## src/mul16_params.svh

```systemverilog
// Width and latency macros for the pipelined 16x16 multiplier
`ifndef MUL16_PARAMS_SVH
`define MUL16_PARAMS_SVH

// Operand and byte widths
`define MUL_OPERAND_W 16
`define MUL_HALF_W 8

// Full product, also the adder width
`define MUL_PRODUCT_W 32

// Bits per carry-lookahead group
`define CLA_GROUP_W 4

// Edges from operand capture to product
`define MUL_LATENCY 2

`endif

```

## src/mul16_pkg.sv

```systemverilog
// Vector typedefs for operands, operand bytes, quadrant products and full products
package mul16_pkg;

  // One multiplier operand
  typedef logic [15:0] operand_t;

  // High or low byte of an operand
  typedef logic [7:0] half_t;

  // Product of two operand bytes
  typedef logic [15:0] half_prod_t;

  // Full product, same width as the lookahead adders
  typedef logic [31:0] product_t;

endpackage

```

## src/array_mult8.sv

```systemverilog
// Exact 8x8 unsigned carry-save array multiplier with a final ripple row
`timescale 1ns/1ps
`include "mul16_params.svh"

module array_mult8 (
  input  mul16_pkg::half_t      a,
  input  mul16_pkg::half_t      b,
  output mul16_pkg::half_prod_t p
);

  import mul16_pkg::*;

  // Partial product rows, row i weighted by b[i]
  half_t pp [`MUL_HALF_W];

  // Sum and carry outputs of each array row
  half_t s [`MUL_HALF_W];
  half_t c [1:`MUL_HALF_W-1];

  // Previous row sums moved one column down
  half_t up [1:`MUL_HALF_W-1];

  // Carries of the final ripple row
  logic [`MUL_HALF_W-2:0] r;

  for (genvar i = 0; i < `MUL_HALF_W; i++) begin : g_pp
    assign pp[i] = a & {`MUL_HALF_W{b[i]}};
  end

  // First row passes straight through
  assign s[0] = pp[0];

  for (genvar i = 1; i < `MUL_HALF_W; i++) begin : g_row
    assign up[i] = s[i-1] >> 1;

    for (genvar j = 0; j < `MUL_HALF_W; j++) begin : g_col
      if (i == 1) begin : g_ha
        // No carries yet, half adders suffice
        assign s[i][j] = pp[i][j] ^ up[i][j];
        assign c[i][j] = pp[i][j] & up[i][j];
      end else begin : g_fa
        assign s[i][j] = pp[i][j] ^ up[i][j] ^ c[i-1][j];
        assign c[i][j] = (pp[i][j] & up[i][j]) |
                         (c[i-1][j] & (pp[i][j] ^ up[i][j]));
      end
    end
  end

  // Low byte falls out of column 0 of every row
  for (genvar i = 0; i < `MUL_HALF_W; i++) begin : g_low
    assign p[i] = s[i][0];
  end

  // Ripple row resolves remaining sums and carries into the upper byte
  for (genvar k = 0; k < `MUL_HALF_W; k++) begin : g_rip
    if (k == 0) begin : g_ha
      assign p[`MUL_HALF_W+k] = s[`MUL_HALF_W-1][k+1] ^ c[`MUL_HALF_W-1][k];
      assign r[k]             = s[`MUL_HALF_W-1][k+1] & c[`MUL_HALF_W-1][k];
    end else if (k < `MUL_HALF_W - 1) begin : g_fa
      assign p[`MUL_HALF_W+k] = s[`MUL_HALF_W-1][k+1] ^ c[`MUL_HALF_W-1][k] ^ r[k-1];
      assign r[k] = (s[`MUL_HALF_W-1][k+1] & c[`MUL_HALF_W-1][k]) |
                    (r[k-1] & (s[`MUL_HALF_W-1][k+1] ^ c[`MUL_HALF_W-1][k]));
    end else begin : g_msb
      // Product fits in 16 bits, so no carry leaves this column
      assign p[`MUL_HALF_W+k] = c[`MUL_HALF_W-1][k] ^ r[k-1];
    end
  end

endmodule

```

## src/cla_adder32.sv

```systemverilog
// 32-bit carry-lookahead adder with four-bit groups and a group-carry unit
`timescale 1ns/1ps
`include "mul16_params.svh"

module cla_adder32 (
  input  mul16_pkg::product_t a,
  input  mul16_pkg::product_t b,
  output mul16_pkg::product_t sum
);

  import mul16_pkg::*;

  localparam int num_groups = `MUL_PRODUCT_W / `CLA_GROUP_W;

  // Bitwise propagate and generate
  product_t p;
  product_t g;

  // Group propagate, group generate and carry into each group
  logic [num_groups-1:0] gp;
  logic [num_groups-1:0] gg;
  logic [num_groups-1:0] gc;

  assign p = a ^ b;
  assign g = a & b;

  for (genvar k = 0; k < num_groups; k++) begin : g_group
    localparam int base = k * `CLA_GROUP_W;

    // Local carries inside the group
    logic [`CLA_GROUP_W-1:0] lc;

    assign gp[k] = p[base+3] & p[base+2] & p[base+1] & p[base];
    assign gg[k] = g[base+3] |
                   (p[base+3] & g[base+2]) |
                   (p[base+3] & p[base+2] & g[base+1]) |
                   (p[base+3] & p[base+2] & p[base+1] & g[base]);

    assign lc[0] = gc[k];
    assign lc[1] = g[base] | (p[base] & lc[0]);
    assign lc[2] = g[base+1] |
                   (p[base+1] & g[base]) |
                   (p[base+1] & p[base] & lc[0]);
    assign lc[3] = g[base+2] |
                   (p[base+2] & g[base+1]) |
                   (p[base+2] & p[base+1] & g[base]) |
                   (p[base+2] & p[base+1] & p[base] & lc[0]);

    assign sum[base +: `CLA_GROUP_W] = p[base +: `CLA_GROUP_W] ^ lc;
  end

  // Second-level lookahead, each group carry as a flat sum of products
  always_comb begin : group_carry
    logic term;
    term  = 1'b0;
    gc[0] = 1'b0;
    for (int k = 1; k < num_groups; k++) begin
      gc[k] = 1'b0;
      for (int j = 0; j < k; j++) begin
        term = gg[j];
        for (int m = j + 1; m < k; m++) begin
          term = term & gp[m];
        end
        gc[k] = gc[k] | term;
      end
    end
  end

endmodule

```

## src/quad_product_stage.sv

```systemverilog
// First pipeline stage, byte split, four quadrant multipliers and their registers
`timescale 1ns/1ps
`include "mul16_params.svh"

module quad_product_stage (
  input  logic                  clk,
  input  logic                  rst_n,
  input  mul16_pkg::operand_t   op_a,
  input  mul16_pkg::operand_t   op_b,
  output mul16_pkg::half_prod_t prod_ll,
  output mul16_pkg::half_prod_t prod_lh,
  output mul16_pkg::half_prod_t prod_hl,
  output mul16_pkg::half_prod_t prod_hh
);

  import mul16_pkg::*;

  half_t a_lo;
  half_t a_hi;
  half_t b_lo;
  half_t b_hi;

  // Combinational quadrant products
  half_prod_t ll_d;
  half_prod_t lh_d;
  half_prod_t hl_d;
  half_prod_t hh_d;

  assign a_lo = op_a[`MUL_HALF_W-1:0];
  assign a_hi = op_a[`MUL_OPERAND_W-1:`MUL_HALF_W];
  assign b_lo = op_b[`MUL_HALF_W-1:0];
  assign b_hi = op_b[`MUL_OPERAND_W-1:`MUL_HALF_W];

  array_mult8 mult_ll (.a(a_lo), .b(b_lo), .p(ll_d));
  array_mult8 mult_lh (.a(a_lo), .b(b_hi), .p(lh_d));
  array_mult8 mult_hl (.a(a_hi), .b(b_lo), .p(hl_d));
  array_mult8 mult_hh (.a(a_hi), .b(b_hi), .p(hh_d));

  always_ff @(posedge clk or negedge rst_n) begin
    if (!rst_n) begin
      prod_ll <= '0;
      prod_lh <= '0;
      prod_hl <= '0;
      prod_hh <= '0;
    end else begin
      prod_ll <= ll_d;
      prod_lh <= lh_d;
      prod_hl <= hl_d;
      prod_hh <= hh_d;
    end
  end

  // A zero multiplicand clears every quadrant on the next cycle
  a_zero_clears_quadrants: assert property (
    @(posedge clk) disable iff (!rst_n)
    (op_a == '0) |=> (prod_ll == '0 && prod_lh == '0 &&
                      prod_hl == '0 && prod_hh == '0)
  );

endmodule

```

## src/product_sum_stage.sv

```systemverilog
// Second pipeline stage, quadrant alignment, two lookahead adders and the product register
`timescale 1ns/1ps
`include "mul16_params.svh"

module product_sum_stage (
  input  logic                  clk,
  input  logic                  rst_n,
  input  mul16_pkg::half_prod_t prod_ll,
  input  mul16_pkg::half_prod_t prod_lh,
  input  mul16_pkg::half_prod_t prod_hl,
  input  mul16_pkg::half_prod_t prod_hh,
  output mul16_pkg::product_t   product
);

  import mul16_pkg::*;

  // High-high above low-low, no overlap
  product_t hh_ll_word;

  // Cross terms moved up one byte
  product_t cross_lh;
  product_t cross_hl;

  product_t mid_sum;
  product_t product_d;

  assign hh_ll_word = {prod_hh, prod_ll};
  assign cross_lh   = {{`MUL_HALF_W{1'b0}}, prod_lh, {`MUL_HALF_W{1'b0}}};
  assign cross_hl   = {{`MUL_HALF_W{1'b0}}, prod_hl, {`MUL_HALF_W{1'b0}}};

  cla_adder32 add_cross_lh (.a(hh_ll_word), .b(cross_lh), .sum(mid_sum));
  cla_adder32 add_cross_hl (.a(mid_sum),    .b(cross_hl), .sum(product_d));

  always_ff @(posedge clk or negedge rst_n) begin
    if (!rst_n) begin
      product <= '0;
    end else begin
      product <= product_d;
    end
  end

  // Cross terms never touch the low byte, so it comes from prod_ll alone
  low_byte_from_ll: assert property (
    @(posedge clk) disable iff (!rst_n)
    $past(rst_n) |-> product[`MUL_HALF_W-1:0] == $past(prod_ll[`MUL_HALF_W-1:0])
  );

endmodule

```

## src/mul16_top.sv

```systemverilog
// Top level of the two-stage 16x16 unsigned multiplier
`timescale 1ns/1ps
`include "mul16_params.svh"

module mul16_top (
  input  logic                clk,
  input  logic                rst_n,
  input  mul16_pkg::operand_t op_a,
  input  mul16_pkg::operand_t op_b,
  output mul16_pkg::product_t product
);

  import mul16_pkg::*;

  // Registered quadrant products between the stages
  half_prod_t prod_ll;
  half_prod_t prod_lh;
  half_prod_t prod_hl;
  half_prod_t prod_hh;

  quad_product_stage u_quad (
    .clk     (clk),
    .rst_n   (rst_n),
    .op_a    (op_a),
    .op_b    (op_b),
    .prod_ll (prod_ll),
    .prod_lh (prod_lh),
    .prod_hl (prod_hl),
    .prod_hh (prod_hh)
  );

  product_sum_stage u_sum (
    .clk     (clk),
    .rst_n   (rst_n),
    .prod_ll (prod_ll),
    .prod_lh (prod_lh),
    .prod_hl (prod_hl),
    .prod_hh (prod_hh),
    .product (product)
  );

endmodule

```

## config.mk

```make
export PLATFORM = sky130hd
export DESIGN_NAME = mul16_top
export DESIGN_NICKNAME = d
export VERILOG_FILES = /design/src/mul16_pkg.sv /design/src/array_mult8.sv /design/src/cla_adder32.sv /design/src/quad_product_stage.sv /design/src/product_sum_stage.sv /design/src/mul16_top.sv
export VERILOG_INCLUDE_DIRS = /design/src
export SDC_FILE = /design/constraint.sdc
export NUM_CORES = 1
export LEC_CHECK = 0
export ABC_CLOCK_PERIOD_IN_PS = 9700
export BUFFER_PORTS_ARGS = -buffer_cell sky130_fd_sc_hd__clkbuf_2
export CAP_MARGIN = 20
export CORE_AREA = 2 2 148 150
export CTS_BUF_LIST = sky130_fd_sc_hd__clkbuf_8
export CTS_CLUSTER_SIZE = 8
export DETAILED_ROUTE_END_ITERATION = 6
export DIE_AREA = 0 0 150 152
export PLACE_DENSITY = 0.74
export SLEW_MARGIN = 20
export SYNTH_ARGS = -nofsm -noshare
export SYNTH_HDL_FRONTEND = slang
export SYNTH_SLANG_ARGS = --single-unit
```

## constraint.sdc

```tcl
create_clock -name clk -period 9.7 [get_ports clk]
set_input_delay 0.485 -clock clk [delete_from_list [all_inputs] [get_ports clk]]
set_output_delay 0.485 -clock clk [all_outputs]
set_load 0.1 [all_outputs]
```

-- Word level (Yosys, flattened, before mapping)
Index checks and enable logic that the tools add are counted.
- bitwise gates (word level): 1508
- operators by type and width (operator ; number):
    1-bit bitwise AND ; 674
    1-bit XOR ; 416
    1-bit OR ; 366
    8-bit bitwise AND ; 32
    32-bit by 24-bit XOR with 32-bit output ; 2
    4-bit XOR ; 16
    31-bit by 24-bit bitwise AND with 31-bit output ; 2
- register bits after elaboration: 96
- input bits: 34
- output and inout port bits: 32
- word-level logic and storage cells: 1513

-- Longest topological paths before layout
Gate-level depths: netlist of the first run.
- word-level depth: 40
- gate-level depth with buffers: 20
- depth with buffers taken out: 19

-- Hierarchy
A second synthesis of the first run with hierarchy kept.
- cell total of the unflattened synthesis: 1043
- area, all modules: 11090.6 µm²
- by module, submodules not included (module ; times used ; cells each ; area each (µm²) ; sequential area each (µm²)):
    array_mult8 ; 4 ; 158 ; 1501.4 ; 0.0
    quad_product_stage ; 1 ; 64 ; 1601.5 ; 1601.5
    cla_adder32 (u_sum.add_cross_lh) ; 1 ; 174 ; 1457.6 ; 0.0
    cla_adder32 (u_sum.add_cross_hl) ; 1 ; 140 ; 1221.2 ; 0.0
    product_sum_stage ; 1 ; 33 ; 804.5 ; 800.8

-- Least setup slack after synthesis of the first run
No wires, ideal clock.
- path kind: input port to flip-flop
- from: input port op_b[2]
- to: register u_quad.prod_ll[14]
- library setup time: 135 ps
- arrival: 6567 ps
- data required time: 9565 ps
- slack: 2998 ps
- stages on the path: 17
- path buffers: 2
- path through: clkbuf_1 -> clkbuf_1 -> nand2_1 -> fa_1 -> fa_1 -> fa_1 -> fa_1 -> fa_1 -> inv_1 -> fa_1 -> ha_1 -> fa_1 -> fa_1 -> fa_1 -> fa_1 -> fa_1 -> fa_1
- longest elaborated chain between the ends: 26
- elaborated cells on any way between the ends: 220
- those cells by class: 220 x bitwise
- ends and longest elaborated chain (element ; line ; source):
    from (decl) ; mul16_top.sv:9 ; input mul16_pkg::operand_t op_b,
    8-bit bitwise AND * ; array_mult8.sv:27 ; assign pp[i] = a & {`MUL_HALF_W{b[i]}};
    1-bit XOR (on tied branches) ; array_mult8.sv:44, array_mult8.sv:42 ;
    1-bit bitwise AND / 1-bit XOR (equally long branches) ; array_mult8.sv:44, array_mult8.sv:42 ;
    1-bit OR (tied with other cells) ; array_mult8.sv:43 ; assign c[i][j] = (pp[i][j] & up[i][j]) |
    1-bit bitwise AND / 1-bit XOR (equally long branches) ; array_mult8.sv:44, array_mult8.sv:42 ;
    1-bit OR (tied with other cells) ; array_mult8.sv:43 ;
    1-bit bitwise AND / 1-bit XOR (equally long branches) ; array_mult8.sv:44, array_mult8.sv:42 ;
    1-bit OR (tied with other cells) ; array_mult8.sv:43 ;
    [11 not listed] ; - ;
    1-bit bitwise AND ; array_mult8.sv:62 ; (r[k-1] & (s[`MUL_HALF_W-1][k+1] ^ c[`MUL_HALF_W-1][k]));
    1-bit OR ; array_mult8.sv:61 ; assign r[k] = (s[`MUL_HALF_W-1][k+1] & c[`MUL_HALF_W-1][k]) |
    1-bit bitwise AND ; array_mult8.sv:62 ;
    1-bit OR ; array_mult8.sv:61 ;
    1-bit bitwise AND ; array_mult8.sv:62 ;
    1-bit OR ; array_mult8.sv:61 ;
    1-bit XOR * ; array_mult8.sv:60 ; assign p[`MUL_HALF_W+k] = s[`MUL_HALF_W-1][k+1] ^ c[`MUL_HALF_W-1][k] ^ r[k-1];
    named net u_quad.ll_d[14] ; quad_product_stage.sv:24 ; half_prod_t ll_d;
    to (signal assigned) ; quad_product_stage.sv:46 ; prod_ll <= ll_d;
    to (decl) ; quad_product_stage.sv:10 ; output mul16_pkg::half_prod_t prod_ll,
Mark *: on every way through the listed nets, which the timed path passes. The rest lies on a longest branch.

-- Final worst setup path of the first run
- from: input port op_a[6]
- to: register u_quad.prod_ll[14]
- longest elaborated chain between the ends: 27
- elaborated cells on any way between the ends: 193
- those cells by class: 193 x bitwise
- ends and longest elaborated chain (element ; line ; source):
    from (decl) ; mul16_top.sv:8 ; input mul16_pkg::operand_t op_a,
    8-bit bitwise AND ; array_mult8.sv:27 ;
    1-bit XOR ; array_mult8.sv:39 ; assign s[i][j] = pp[i][j] ^ up[i][j];
    1-bit XOR ; array_mult8.sv:42, array_mult8.sv:44 ;
    1-bit XOR / 1-bit bitwise AND (equally long branches) ; array_mult8.sv:42, array_mult8.sv:44 ;
    1-bit XOR / 1-bit OR (equally long branches) ; array_mult8.sv:42, array_mult8.sv:44, array_mult8.sv:43 ;
    1-bit XOR / 1-bit bitwise AND (equally long branches) ; array_mult8.sv:42, array_mult8.sv:44 ;
    1-bit XOR / 1-bit OR (equally long branches) ; array_mult8.sv:42, array_mult8.sv:44, array_mult8.sv:43 ;
    1-bit XOR / 1-bit bitwise AND (equally long branches) ; array_mult8.sv:42, array_mult8.sv:44 ;
    [12 not listed] ; - ;
    1-bit bitwise AND ; array_mult8.sv:62 ;
    1-bit OR ; array_mult8.sv:61 ;
    1-bit bitwise AND ; array_mult8.sv:62 ;
    1-bit OR ; array_mult8.sv:61 ;
    1-bit bitwise AND ; array_mult8.sv:62 ;
    1-bit OR ; array_mult8.sv:61 ;
    1-bit XOR * ; array_mult8.sv:60 ;
    named net u_quad.ll_d[14] ; quad_product_stage.sv:24 ;
Marked as above.

==> results of run 1 <==
## how the worst max path moves through the flow
stage / to / cells past startpoint
finish: u_quad.prod_ll[14] / 18
global route: u_quad.prod_ll[14] / 18
CTS: u_quad.prod_ll[14] / 18
detailed placement: u_quad.prod_ll[14] / 18
global placement: u_quad.prod_ll[14] / 18
floorplan: u_quad.prod_ll[14] / 17
## cell type report
class	count	share of cell area, %
inverters	147	5.10
flip-flops and latches	96	22.2
multi-input cells	657	64.5
clock buffers	9	1.14
repair buffers	67	3.22
well taps	280	3.24
clock inverters	7	0.624
## kinds of logic (layout without fill, tap and decap cells)
logic type | Yosys count | after routing
xor gates and xnor gates | 29 | 29
AOI/OAI and AO/OA | 44 | 44
buffers and inverters | 183 | 230
adders and majority gates | 268 | 268
DFF | 96 | 96
and+or+nand+nor | 316 | 316
## critical path, cell delays in order
cell	delay, ns
clkbuf_2	0.23
and2_1	0.23
ha_1	0.28
inv_1	0.07
fa_1	0.44
fa_1	0.44
fa_1	0.53
fa_1	0.45
fa_1	0.51
inv_1	0.06
fa_1	0.48
ha_1	0.23
fa_1	0.38
fa_1	0.38
fa_1	0.39
fa_1	0.39
fa_1	0.40
fa_1	0.44
## timing repair
action                                 CTS  global route
endpoints found under the hold margin   16             0
hold buffers                             1             0
setup endpoints to repair                0             0
## stage by stage
stage	hold slack (ns)	cells
detailed placement	0.335	1246
global route	0.365	1263
floorplan	0.189	936
finish	0.354	1263
global placement	0.334	1246
CTS	0.356	1263
## state kept, by name, summed over array words and instances, names as in the netlist
name            cells
u_quad.prod_hh     16
u_quad.prod_ll     16
u_quad.prod_lh     16
u_quad.prod_hl     16
u_sum.product      32
## power groups by stage
| stage | Combinational (mW) | Sequential (mW) | Clock [mW] |
|---|---|---|---|
| 2_1_floorplan | 1.64 | 1.13 | 0 |
| 5_1_grt | 2.97 | 0.703 | 0.285 |
| 6_report | 2.61 | 0.684 | 0.256 |
| 3_5_place_dp | 2.64 | 0.695 | 0 |
| 4_1_cts | 2.65 | 0.686 | 0.267 |
| 3_3_place_gp | 2.54 | 0.691 | 0 |
## synth_stat cells (all sizes together), types with 9 or more instances
library cell    n  area, um2
nand2         155        582
ha             68        851
dfrtp          96       2400
a21oi          10       50.1
xnor2          20        175
fa            200       4000
clkbuf         36        135
nor2           23       93.8
inv           147        552
xor2            9       78.8
and2          111        694
## per-layer routing
metal	vias to the layer above	share of wire, %	GRT usage, %
li1	2882	-	-
met1	3323	43	24.4
met2	99	52	30.4
met3	12	4.1	2.40
met4	0	0.88	3.55
met5	-	0	0
==> run metrics, run 1 <==
RSZ-0062 raised after global routing no; Congestion Overflow GR 0; CTS sink count 96; Adder-Cell Fraction of Synth Area 48.2%; Root Buffer clkbuf_8; setup violators final 0; DP Area 10600 um2; Iter 0 DRT Violations 228; final period utilization 67.8%; Yosys cell types 43; cell leakage power 5.10 nW; Least-Margin Pin Slew 0.722 ns; WHS Endpoint u_sum.product[7]; routed vias 6316; final WL 18.5 mm; commonest cells after routing, fill and taps aside 200 x fa_1, 155 x nand2_1, 147 x inv_1; Port Buffers 65; register area 2400 um2; internal power 1.68 mW; status complete, no violations; Placer Congestion 0.785; die height 152 um; crit path launch op_a[6]; via/cell ratio 5.00; clock skew 0.0176 ns; antenna-violating nets left 0; # diodes 0; commonest non-fill, non-tap cell in the layout fa_1; die extent in x 150 um; Hold Startpoint u_quad.prod_ll[7]; cts bufs inserted 9; Place WS 2.73 ns; nets 1280; Yosys Warn Count 0; Mapped Area 10100 um2; total of max-cap violations 0; H-tree lvl count 3; Clk pwr share 7.2%; critical path startpoint category input pin; worst r2r src u_quad.prod_ll[11]; fillers 1986; Gate Count Post-Synth 936; Syn Nets 1238; Worst-path clk slew 0.09 ns; RR Endpoint u_sum.product[31]; combinational family with the most area after synthesis adder cells; slack of the critical path 3.12 ns; Mapped Avg Cell Area 10.8 um2; Req. time, crit path 9.95 ns; first-pass GRT wire length 32.2 mm; DR WL/cell 14.6 um; largest net degree at the start of global routing 81; Final HPWL DP 14.9 mm; Hold Path Class flip-flop to flip-flop; Reg2Reg Setup Slack 5.02 ns; fmax 152 MHz; post-synthesis xor/xnor area fraction 2.52%; Hold Violations, Final 0; depth of the most critical reg-to-reg path 17; Max Root-Sink Buffers 2; Layout area overhead 7.50%; Starting Density 47.2%; Net Sw Frac 52.8%; # rows 54; Tot Pwr 3.56 mW; layout cells sized above 1 9.16%; ys flop type dfrtp_1; Slew Limit Fails 0; cts repair resizes 0; Synth Area in Compound Gates 3.34%; number of synthesized flops with an enable pin 0; total setup buffers inserted after CTS 0; footprint of the multi-input gates 6980 um2; CTS tree built; Seq/Total Area, Yosys 23.8%; post-synthesis async set-or-reset flop share 100%; PwrDens 328 nW/um2; mux cell area share after synthesis 0%; vias in the first global route 6683; final core utilization 50.7%; sequential power share 19.2%; Rel. slew slack 51.9%; Simple-Gate Fraction of Synth Area 15.3%; initial antenna violation count 0; design area 10800 um2; CP Capture Type flip-flop; WS Path Type input pin to flip-flop; GRT Total Usage 17.8%; Comb pwr share 73.5%; core area 21400 um2; Skew-Pair Late Insertion Delay 0.38 ns; fin crit period 6.58 ns; arrival time at the worst endpoint 6.82 ns; drt pass-1 iters 4; Switch Pwr 1.88 mW; DRC 0; worst-path fanout max 16; Setup TNS 0 ns; VDD IR max 0.147 mV; #FFs+latches synth 96; Die Area 22800 um2; I/O Pins 66; worst hold stages 0
Power figures use the tool's default switching activity.
==> run 2: changes to the inputs <==
--- a/config.mk
+++ b/config.mk
@@ -6,7 +6,7 @@
 export SDC_FILE = /design/constraint.sdc
 export NUM_CORES = 1
 export LEC_CHECK = 0
-export ABC_CLOCK_PERIOD_IN_PS = 9700
+export ABC_CLOCK_PERIOD_IN_PS = 6600
 export BUFFER_PORTS_ARGS = -buffer_cell sky130_fd_sc_hd__clkbuf_2
 export CAP_MARGIN = 20
 export CORE_AREA = 2 2 148 150
==> constraint.sdc (replaced) <==
create_clock -name clk -period 6.6 [get_ports clk]
set_input_delay 0.33 -clock clk [delete_from_list [all_inputs] [get_ports clk]]
set_output_delay 0.33 -clock clk [all_outputs]
set_load 0.1 [all_outputs]
==> run 2 against run 1 <==
  * Power rose by 46%
  * Via count is 1.2% higher
  * Final cell count grew 1.9%
  * Clock-buffer cell count stayed put
  * Hold slack better by 0.0028 ns
  * Combinational power rose by 46%
  * Utilization grew 0.81 points
  * Largest cell class unchanged
==> run metrics, run 2 (synthesized netlist as in run 1, its figures left out) <==
worst hold stages 0 (unchanged); commonest cells after routing, fill and taps aside 200 x fa_1, 155 x nand2_1, 147 x inv_1; Final HPWL DP 15.6 mm (+4.6%); max reg flops 32 (unchanged); status complete, no violations; GRT Total Usage 17.9% (+0.17 points); Skew-Pair Late Insertion Delay 0.40 ns (+0.02 ns); layer with the highest usage met2; DR WL/cell 14.6 um (-0.24%); Least-Margin Pin Slew 0.631 ns (-0.0908 ns); Slew Limit Fails 0 (unchanged); VDD IR max 0.241 mV (+64%); final WL 18.8 mm (+1.7%); Final Non-Filler Cells 1287 (+1.9%); die height 152 um (unchanged); GR Layer Usage met2 29.6% (-0.76 points); fin crit period 6.24 ns; arrival time at the worst endpoint 6.51 ns (-0.31 ns); Die Area 22800 um2 (unchanged); antenna-violating nets left 0 (unchanged); final period utilization 94.6%; Placer Congestion 0.834 (+6.3%); via/cell ratio 4.97 (-0.65%); Layout area overhead 9.23%; Hold Path Class flip-flop to flip-flop; # diodes 0 (unchanged); WS Path Type input pin to flip-flop; cell leakage power 5.22 nW (+2.3%); cell count after placement 1270 (+1.9%); I/O Pins 66 (unchanged); layout cells sized above 1 11.3% (+2.2 points); die extent in x 150 um (unchanged); clock skew 0.0174 ns (-0.000231 ns); drt pass-1 iters 4 (unchanged); initial antenna violation count 0 (unchanged); worst-path fanout max 6 (-10); Req. time, crit path 6.87 ns (-3.08 ns); DRC 0 (unchanged); commonest non-fill, non-tap cell in the layout fa_1; PwrDens 472 nW/um2 (+44%); cts repair resizes 0 (unchanged); CTS tree built; M1 GR Usage 25.2% (+0.77 points); Worst-path clk slew 0.10 ns (about the same); largest net degree at the start of global routing 50 (-38%); H-tree lvl count 3 (unchanged); setup violators final 0 (unchanged); nets 1304 (+1.9%); total of max-cap violations 0 (unchanged); fmax 160 MHz; CTS sink count 96 (unchanged); depth of the most critical reg-to-reg path 17 (unchanged); Hold Slack 0.357 ns (+0.00282 ns); Port Buffers 65 (unchanged); RSZ-0062 raised after global routing no; first-pass GRT wire length 32.2 mm (about the same); Root Buffer clkbuf_8; CP Capture Type flip-flop; Most flops, register u_sum.product; Rel. slew slack 57.5% (+5.6 points); Setup TNS 0 ns (unchanged); Congestion Overflow GR 0 (unchanged); routed vias 6394 (+1.2%); Max Root-Sink Buffers 2 (unchanged); cts bufs inserted 9 (unchanged); core area 21400 um2 (unchanged); Starting Density 47.2% (unchanged); # rows 54 (unchanged); vias in the first global route 6730 (+0.70%); Hold Violations, Final 0 (unchanged); GR Util met3 2.37% (-0.030 points); critical path startpoint category input pin; Iter 0 DRT Violations 161 (-29%)
-- run 2: changes by cell type in the layout (fill, tap and decap cells not counted), sizes merged --
cell / before / now
buf: 2 / 26
clkinv: 5 / 1
inv: 149 / 153
-- run 2: final cells by class --
cell class / instances / area, um2
fill: 1934 / 10300
multi-input combinational: 657 / 6980
sequential: 96 / 2400
inverter: 147 / 552
timing repair buffer: 91 / 526
tap: 280 / 350
clock buffer: 9 / 124
clock inverter: 7 / 65.1
-- run 2: power by group --
| part | leakage (nW) | total (mW) | switching, mW | internal, mW |
|---|---|---|---|---|
| combinational | 3.97 | 3.80 | 2.39 | 1.41 |
| clock | 0.100 | 0.392 | 0.243 | 0.148 |
| sequential | 1.14 | 1.01 | 0.105 | 0.901 |
| total | 5.22 | 5.19 | 2.73 | 2.46 |
-- run 2: repair_timing --
| item | in CTS | in global routing |
|---|---|---|
| hold endpoints to repair | 48 | 0 |
| hold buffers | 1 | 0 |
| buffers inserted | 0 | 0 |
| setup endpoints to repair | 0 | 0 |
-- run 2: per-layer routing --
layer | vias to the layer above | routed length (um)
li1 | 2932 | -
met1 | 3344 | 8340
met2 | 94 | 9370
met3 | 24 | 759
met4 | 0 | 308
met5 | - | 0
-- run 2: worst paths after layout --
kind                                      endpoint         startpoint  slack, ns
min in group asynchronous         u_sum.product[4]              rst_n       0.48
max in group asynchronous       u_quad.prod_ll[11]              rst_n       5.04
worst max-delay path            u_quad.prod_ll[14]            op_a[6]       0.36
worst min register to register    u_sum.product[5]  u_quad.prod_ll[5]       0.36
worst max register to register   u_sum.product[30]  u_quad.prod_lh[3]       1.99
worst min-delay path              u_sum.product[5]  u_quad.prod_ll[5]       0.36
-- run 2: critical path, cell delays in order --
cell and delay [ns]:
clkbuf_2 0.15, and2_1 0.19, ha_1 0.29, inv_1 0.08, fa_1 0.44, fa_1 0.56, fa_1 0.45, fa_1 0.42
fa_1 0.49, inv_1 0.05, fa_1 0.46, ha_1 0.23, fa_1 0.38, fa_1 0.39, fa_1 0.38, fa_1 0.38
fa_1 0.40, fa_1 0.43
-- run 2: metrics by stage --
| step | area (um2) | setup WS, ns | util, % | power, mW |
|---|---|---|---|---|
| after global placement | 10800 | 0.00873 | 50.6 | 4.72 |
| after floorplan | 10100 | 0.0527 | - | 4.07 |
| after detailed placement | 10800 | -0.0787 | 50.6 | 4.86 |
| after global routing | 11000 | 0.123 | 51.5 | 5.79 |
| after CTS | 11000 | 0.325 | 51.5 | 5.28 |
| final | 11000 | 0.359 | 51.5 | 5.19 |
==> run 3: changes to the inputs <==
==> constraint.sdc (replaced) <==
create_clock -name clk -period 6.6 [get_ports clk]
set_input_delay 1.65 -clock clk [delete_from_list [all_inputs] [get_ports clk]]
set_output_delay 1.65 -clock clk [all_outputs]
set_load 0.1 [all_outputs]
==> run 3 against run 2 <==
  * The flow now finishes with violations (setup timing)
  * Power increased by 6.9%
  * Die area stayed put
  * Combinational power rose by 7.6%
  * Highest routed layer unchanged
  * Clock-buffer cell count did not move
  * Setup slack worse by 0.94 ns
  * Cell area is 5.8% higher
  * Largest power group unchanged
  * Register-to-register slack lost 0.04 ns
  * First-iteration DRC count grew 63%
  * Sequential power barely moved
  * Utilization up 3.0 points
==> run metrics, run 3 (synthesized netlist as in run 1, its figures left out) <==
status finished with violations; failing checks setup timing; Iter 0 DRT Violations 262 (+63%); nets 1325 (+1.6%); Hold Path Class flip-flop to flip-flop; DR WL/cell 15.2 um (+4.0%); via/cell ratio 5.01 (+0.80%); final WL 19.9 mm (+5.7%); Worst-path clk slew 0.10 ns (about the same); Req. time, crit path 6.91 ns (+0.04 ns); antenna-violating nets left 0 (unchanged); Final Non-Filler Cells 1308 (+1.6%); Slew Limit Fails 0 (unchanged); GRT Total Usage 18.6% (+0.70 points); slack of the critical path -0.578 ns (-0.936 ns); Congestion Overflow GR 0 (unchanged); cell count after placement 1291 (+1.7%); # rows 54 (unchanged); Setup TNS -5.03 ns (-5.03 ns); cts bufs inserted 9 (unchanged); # diodes 0 (unchanged); CTS tree built; die extent in x 150 um (unchanged); Placer Congestion 0.843 (+1.0%); final core utilization 54.5% (+3.0 points); first-pass GRT wire length 33.6 mm (+4.2%); critical path startpoint category input pin; commonest non-fill, non-tap cell in the layout nand2_1; final period utilization 109% (+14 points); core area 21400 um2 (unchanged); Most flops, register u_sum.product; fillers 1846 (-4.6%); total setup buffers inserted after CTS 0 (unchanged); M1 GR Usage 25.7% (+0.50 points); layout cells sized above 1 23.2% (+12 points); setup violators final 12 (+12); VDD IR max 0.298 mV (+24%); clock skew 0.0215 ns (+0.00407 ns); I/O Pins 66 (unchanged); Least-Margin Pin Slew 0.947 ns (+0.316 ns); GR Layer Usage met2 31.6% (+2.0 points); RSZ-0062 raised after global routing yes; Port Buffers 65 (unchanged); H-tree lvl count 3 (unchanged); Hold Violations, Final 0 (unchanged); total of max-cap violations 0 (unchanged); PwrDens 477 nW/um2 (+1.1%); fin crit period 7.18 ns (+0.936 ns); vias in the first global route 6808 (+1.2%); cell leakage power 5.33 nW (+2.1%); Place WS -1.09 ns (-1.01 ns); layer with the highest usage met2; fmax 139 MHz (-13%); DRC 0 (unchanged); Max Root-Sink Buffers 2 (unchanged); Root Buffer clkbuf_8; die height 152 um (unchanged); Final HPWL DP 16.3 mm (+4.5%); WS Path Type input pin to flip-flop; Rel. slew slack 36.9% (-21 points); worst-path fanout max 6 (unchanged); arrival time at the worst endpoint 7.49 ns (+0.98 ns); Skew-Pair Late Insertion Delay 0.38 ns (-0.02 ns); Layout area overhead 15.5%; Hold Slack 0.357 ns (-0.000483 ns); commonest cells after routing, fill and taps aside 155 x nand2_1, 136 x inv_1, 131 x fa_1; routed vias 6550 (+2.4%); initial antenna violation count 0 (unchanged); GR Util met3 2.22% (-0.15 points); max reg flops 32 (unchanged); drt pass-1 iters 4 (unchanged); Die Area 22800 um2 (unchanged); footprint of the multi-input gates 7280 um2 (+4.3%); register area 2400 um2 (unchanged); Starting Density 47.2% (unchanged); CP Capture Type flip-flop; largest net degree at the start of global routing 77 (+54%); CTS sink count 96 (unchanged)
run 3: cell types whose count changed in the layout (fill, tap and decap cells not counted), moves of 8 or more:
cell,before,now
and2_1,111,99
and2_4,0,12
buf_4,26,45
clkbuf_2,64,56
fa_1,200,131
fa_2,0,69
ha_1,68,57
inv_1,147,136
inv_2,0,11
run 3: repair_timing:
action / 4_1_cts / 5_1_grt
endpoints found under the setup margin: 15 / 15
resized for setup: 24 / 13
endpoints found under the hold margin: 0 / 0
hold buffers: 0 / 0
pin swaps: 11 / 15
cloned: 1 / 0
run 3: cell type report:
type | instances | share of cell area [%]
clock buffers | 9 | 1.06
clock inverters | 7 | 0.925
inverters | 147 | 4.74
multi-input cells | 657 | 62.6
flip-flops and latches | 96 | 20.6
well taps | 280 | 3.01
repair buffers | 112 | 7.03
run 3: final timing paths:
check / startpoint / slack [ns] / cells after the start / to
min in group asynchronous: rst_n / 1.14 / 1 / u_quad.prod_hh[14]
worst max-delay path: op_a[6] / -0.58 / 18 / u_quad.prod_lh[14]
worst max register to register: u_quad.prod_ll[11] / 1.95 / 17 / u_sum.product[30]
worst min-delay path: u_quad.prod_ll[1] / 0.36 / 0 / u_sum.product[1]
worst min register to register: u_quad.prod_ll[1] / 0.36 / 0 / u_sum.product[1]
max in group asynchronous: rst_n / 4.19 / 2 / u_quad.prod_hh[4]
run 3: metrics by stage:
| step | instance area [um2] | power [mW] |
|---|---|---|
| 2_1_floorplan | 10400 | 4.16 |
| 3_3_place_gp | 11300 | 4.93 |
| 3_5_place_dp | 11300 | 5.09 |
| 4_1_cts | 11600 | 5.58 |
| 5_1_grt | 11600 | 6.06 |
| 6_report | 11600 | 5.55 |
run 3: critical path: stages:
cell and delay (ns):
clkbuf_16 0.13, and2_4 0.16, ha_4 0.25, inv_2 0.04, fa_2 0.53, fa_2 0.44
fa_2 0.36, fa_1 0.48, fa_1 0.51, inv_2 0.04, fa_1 0.46, ha_2 0.19
fa_2 0.34, fa_2 0.35, fa_2 0.35, fa_2 0.34, fa_2 0.35, fa_2 0.52
run 3: report_power, final:
| group | switching [mW] | internal (mW) |
|---|---|---|
| sequential | 0.113 | 0.901 |
| clock | 0.227 | 0.221 |
| combinational | 2.51 | 1.58 |
run 3: routing by layer:
metal  share of wire, %  routed length, um
met2                 51              10100
met4                1.8                356
met1                 44               8820
met3                3.1                610
met5                  0                  0
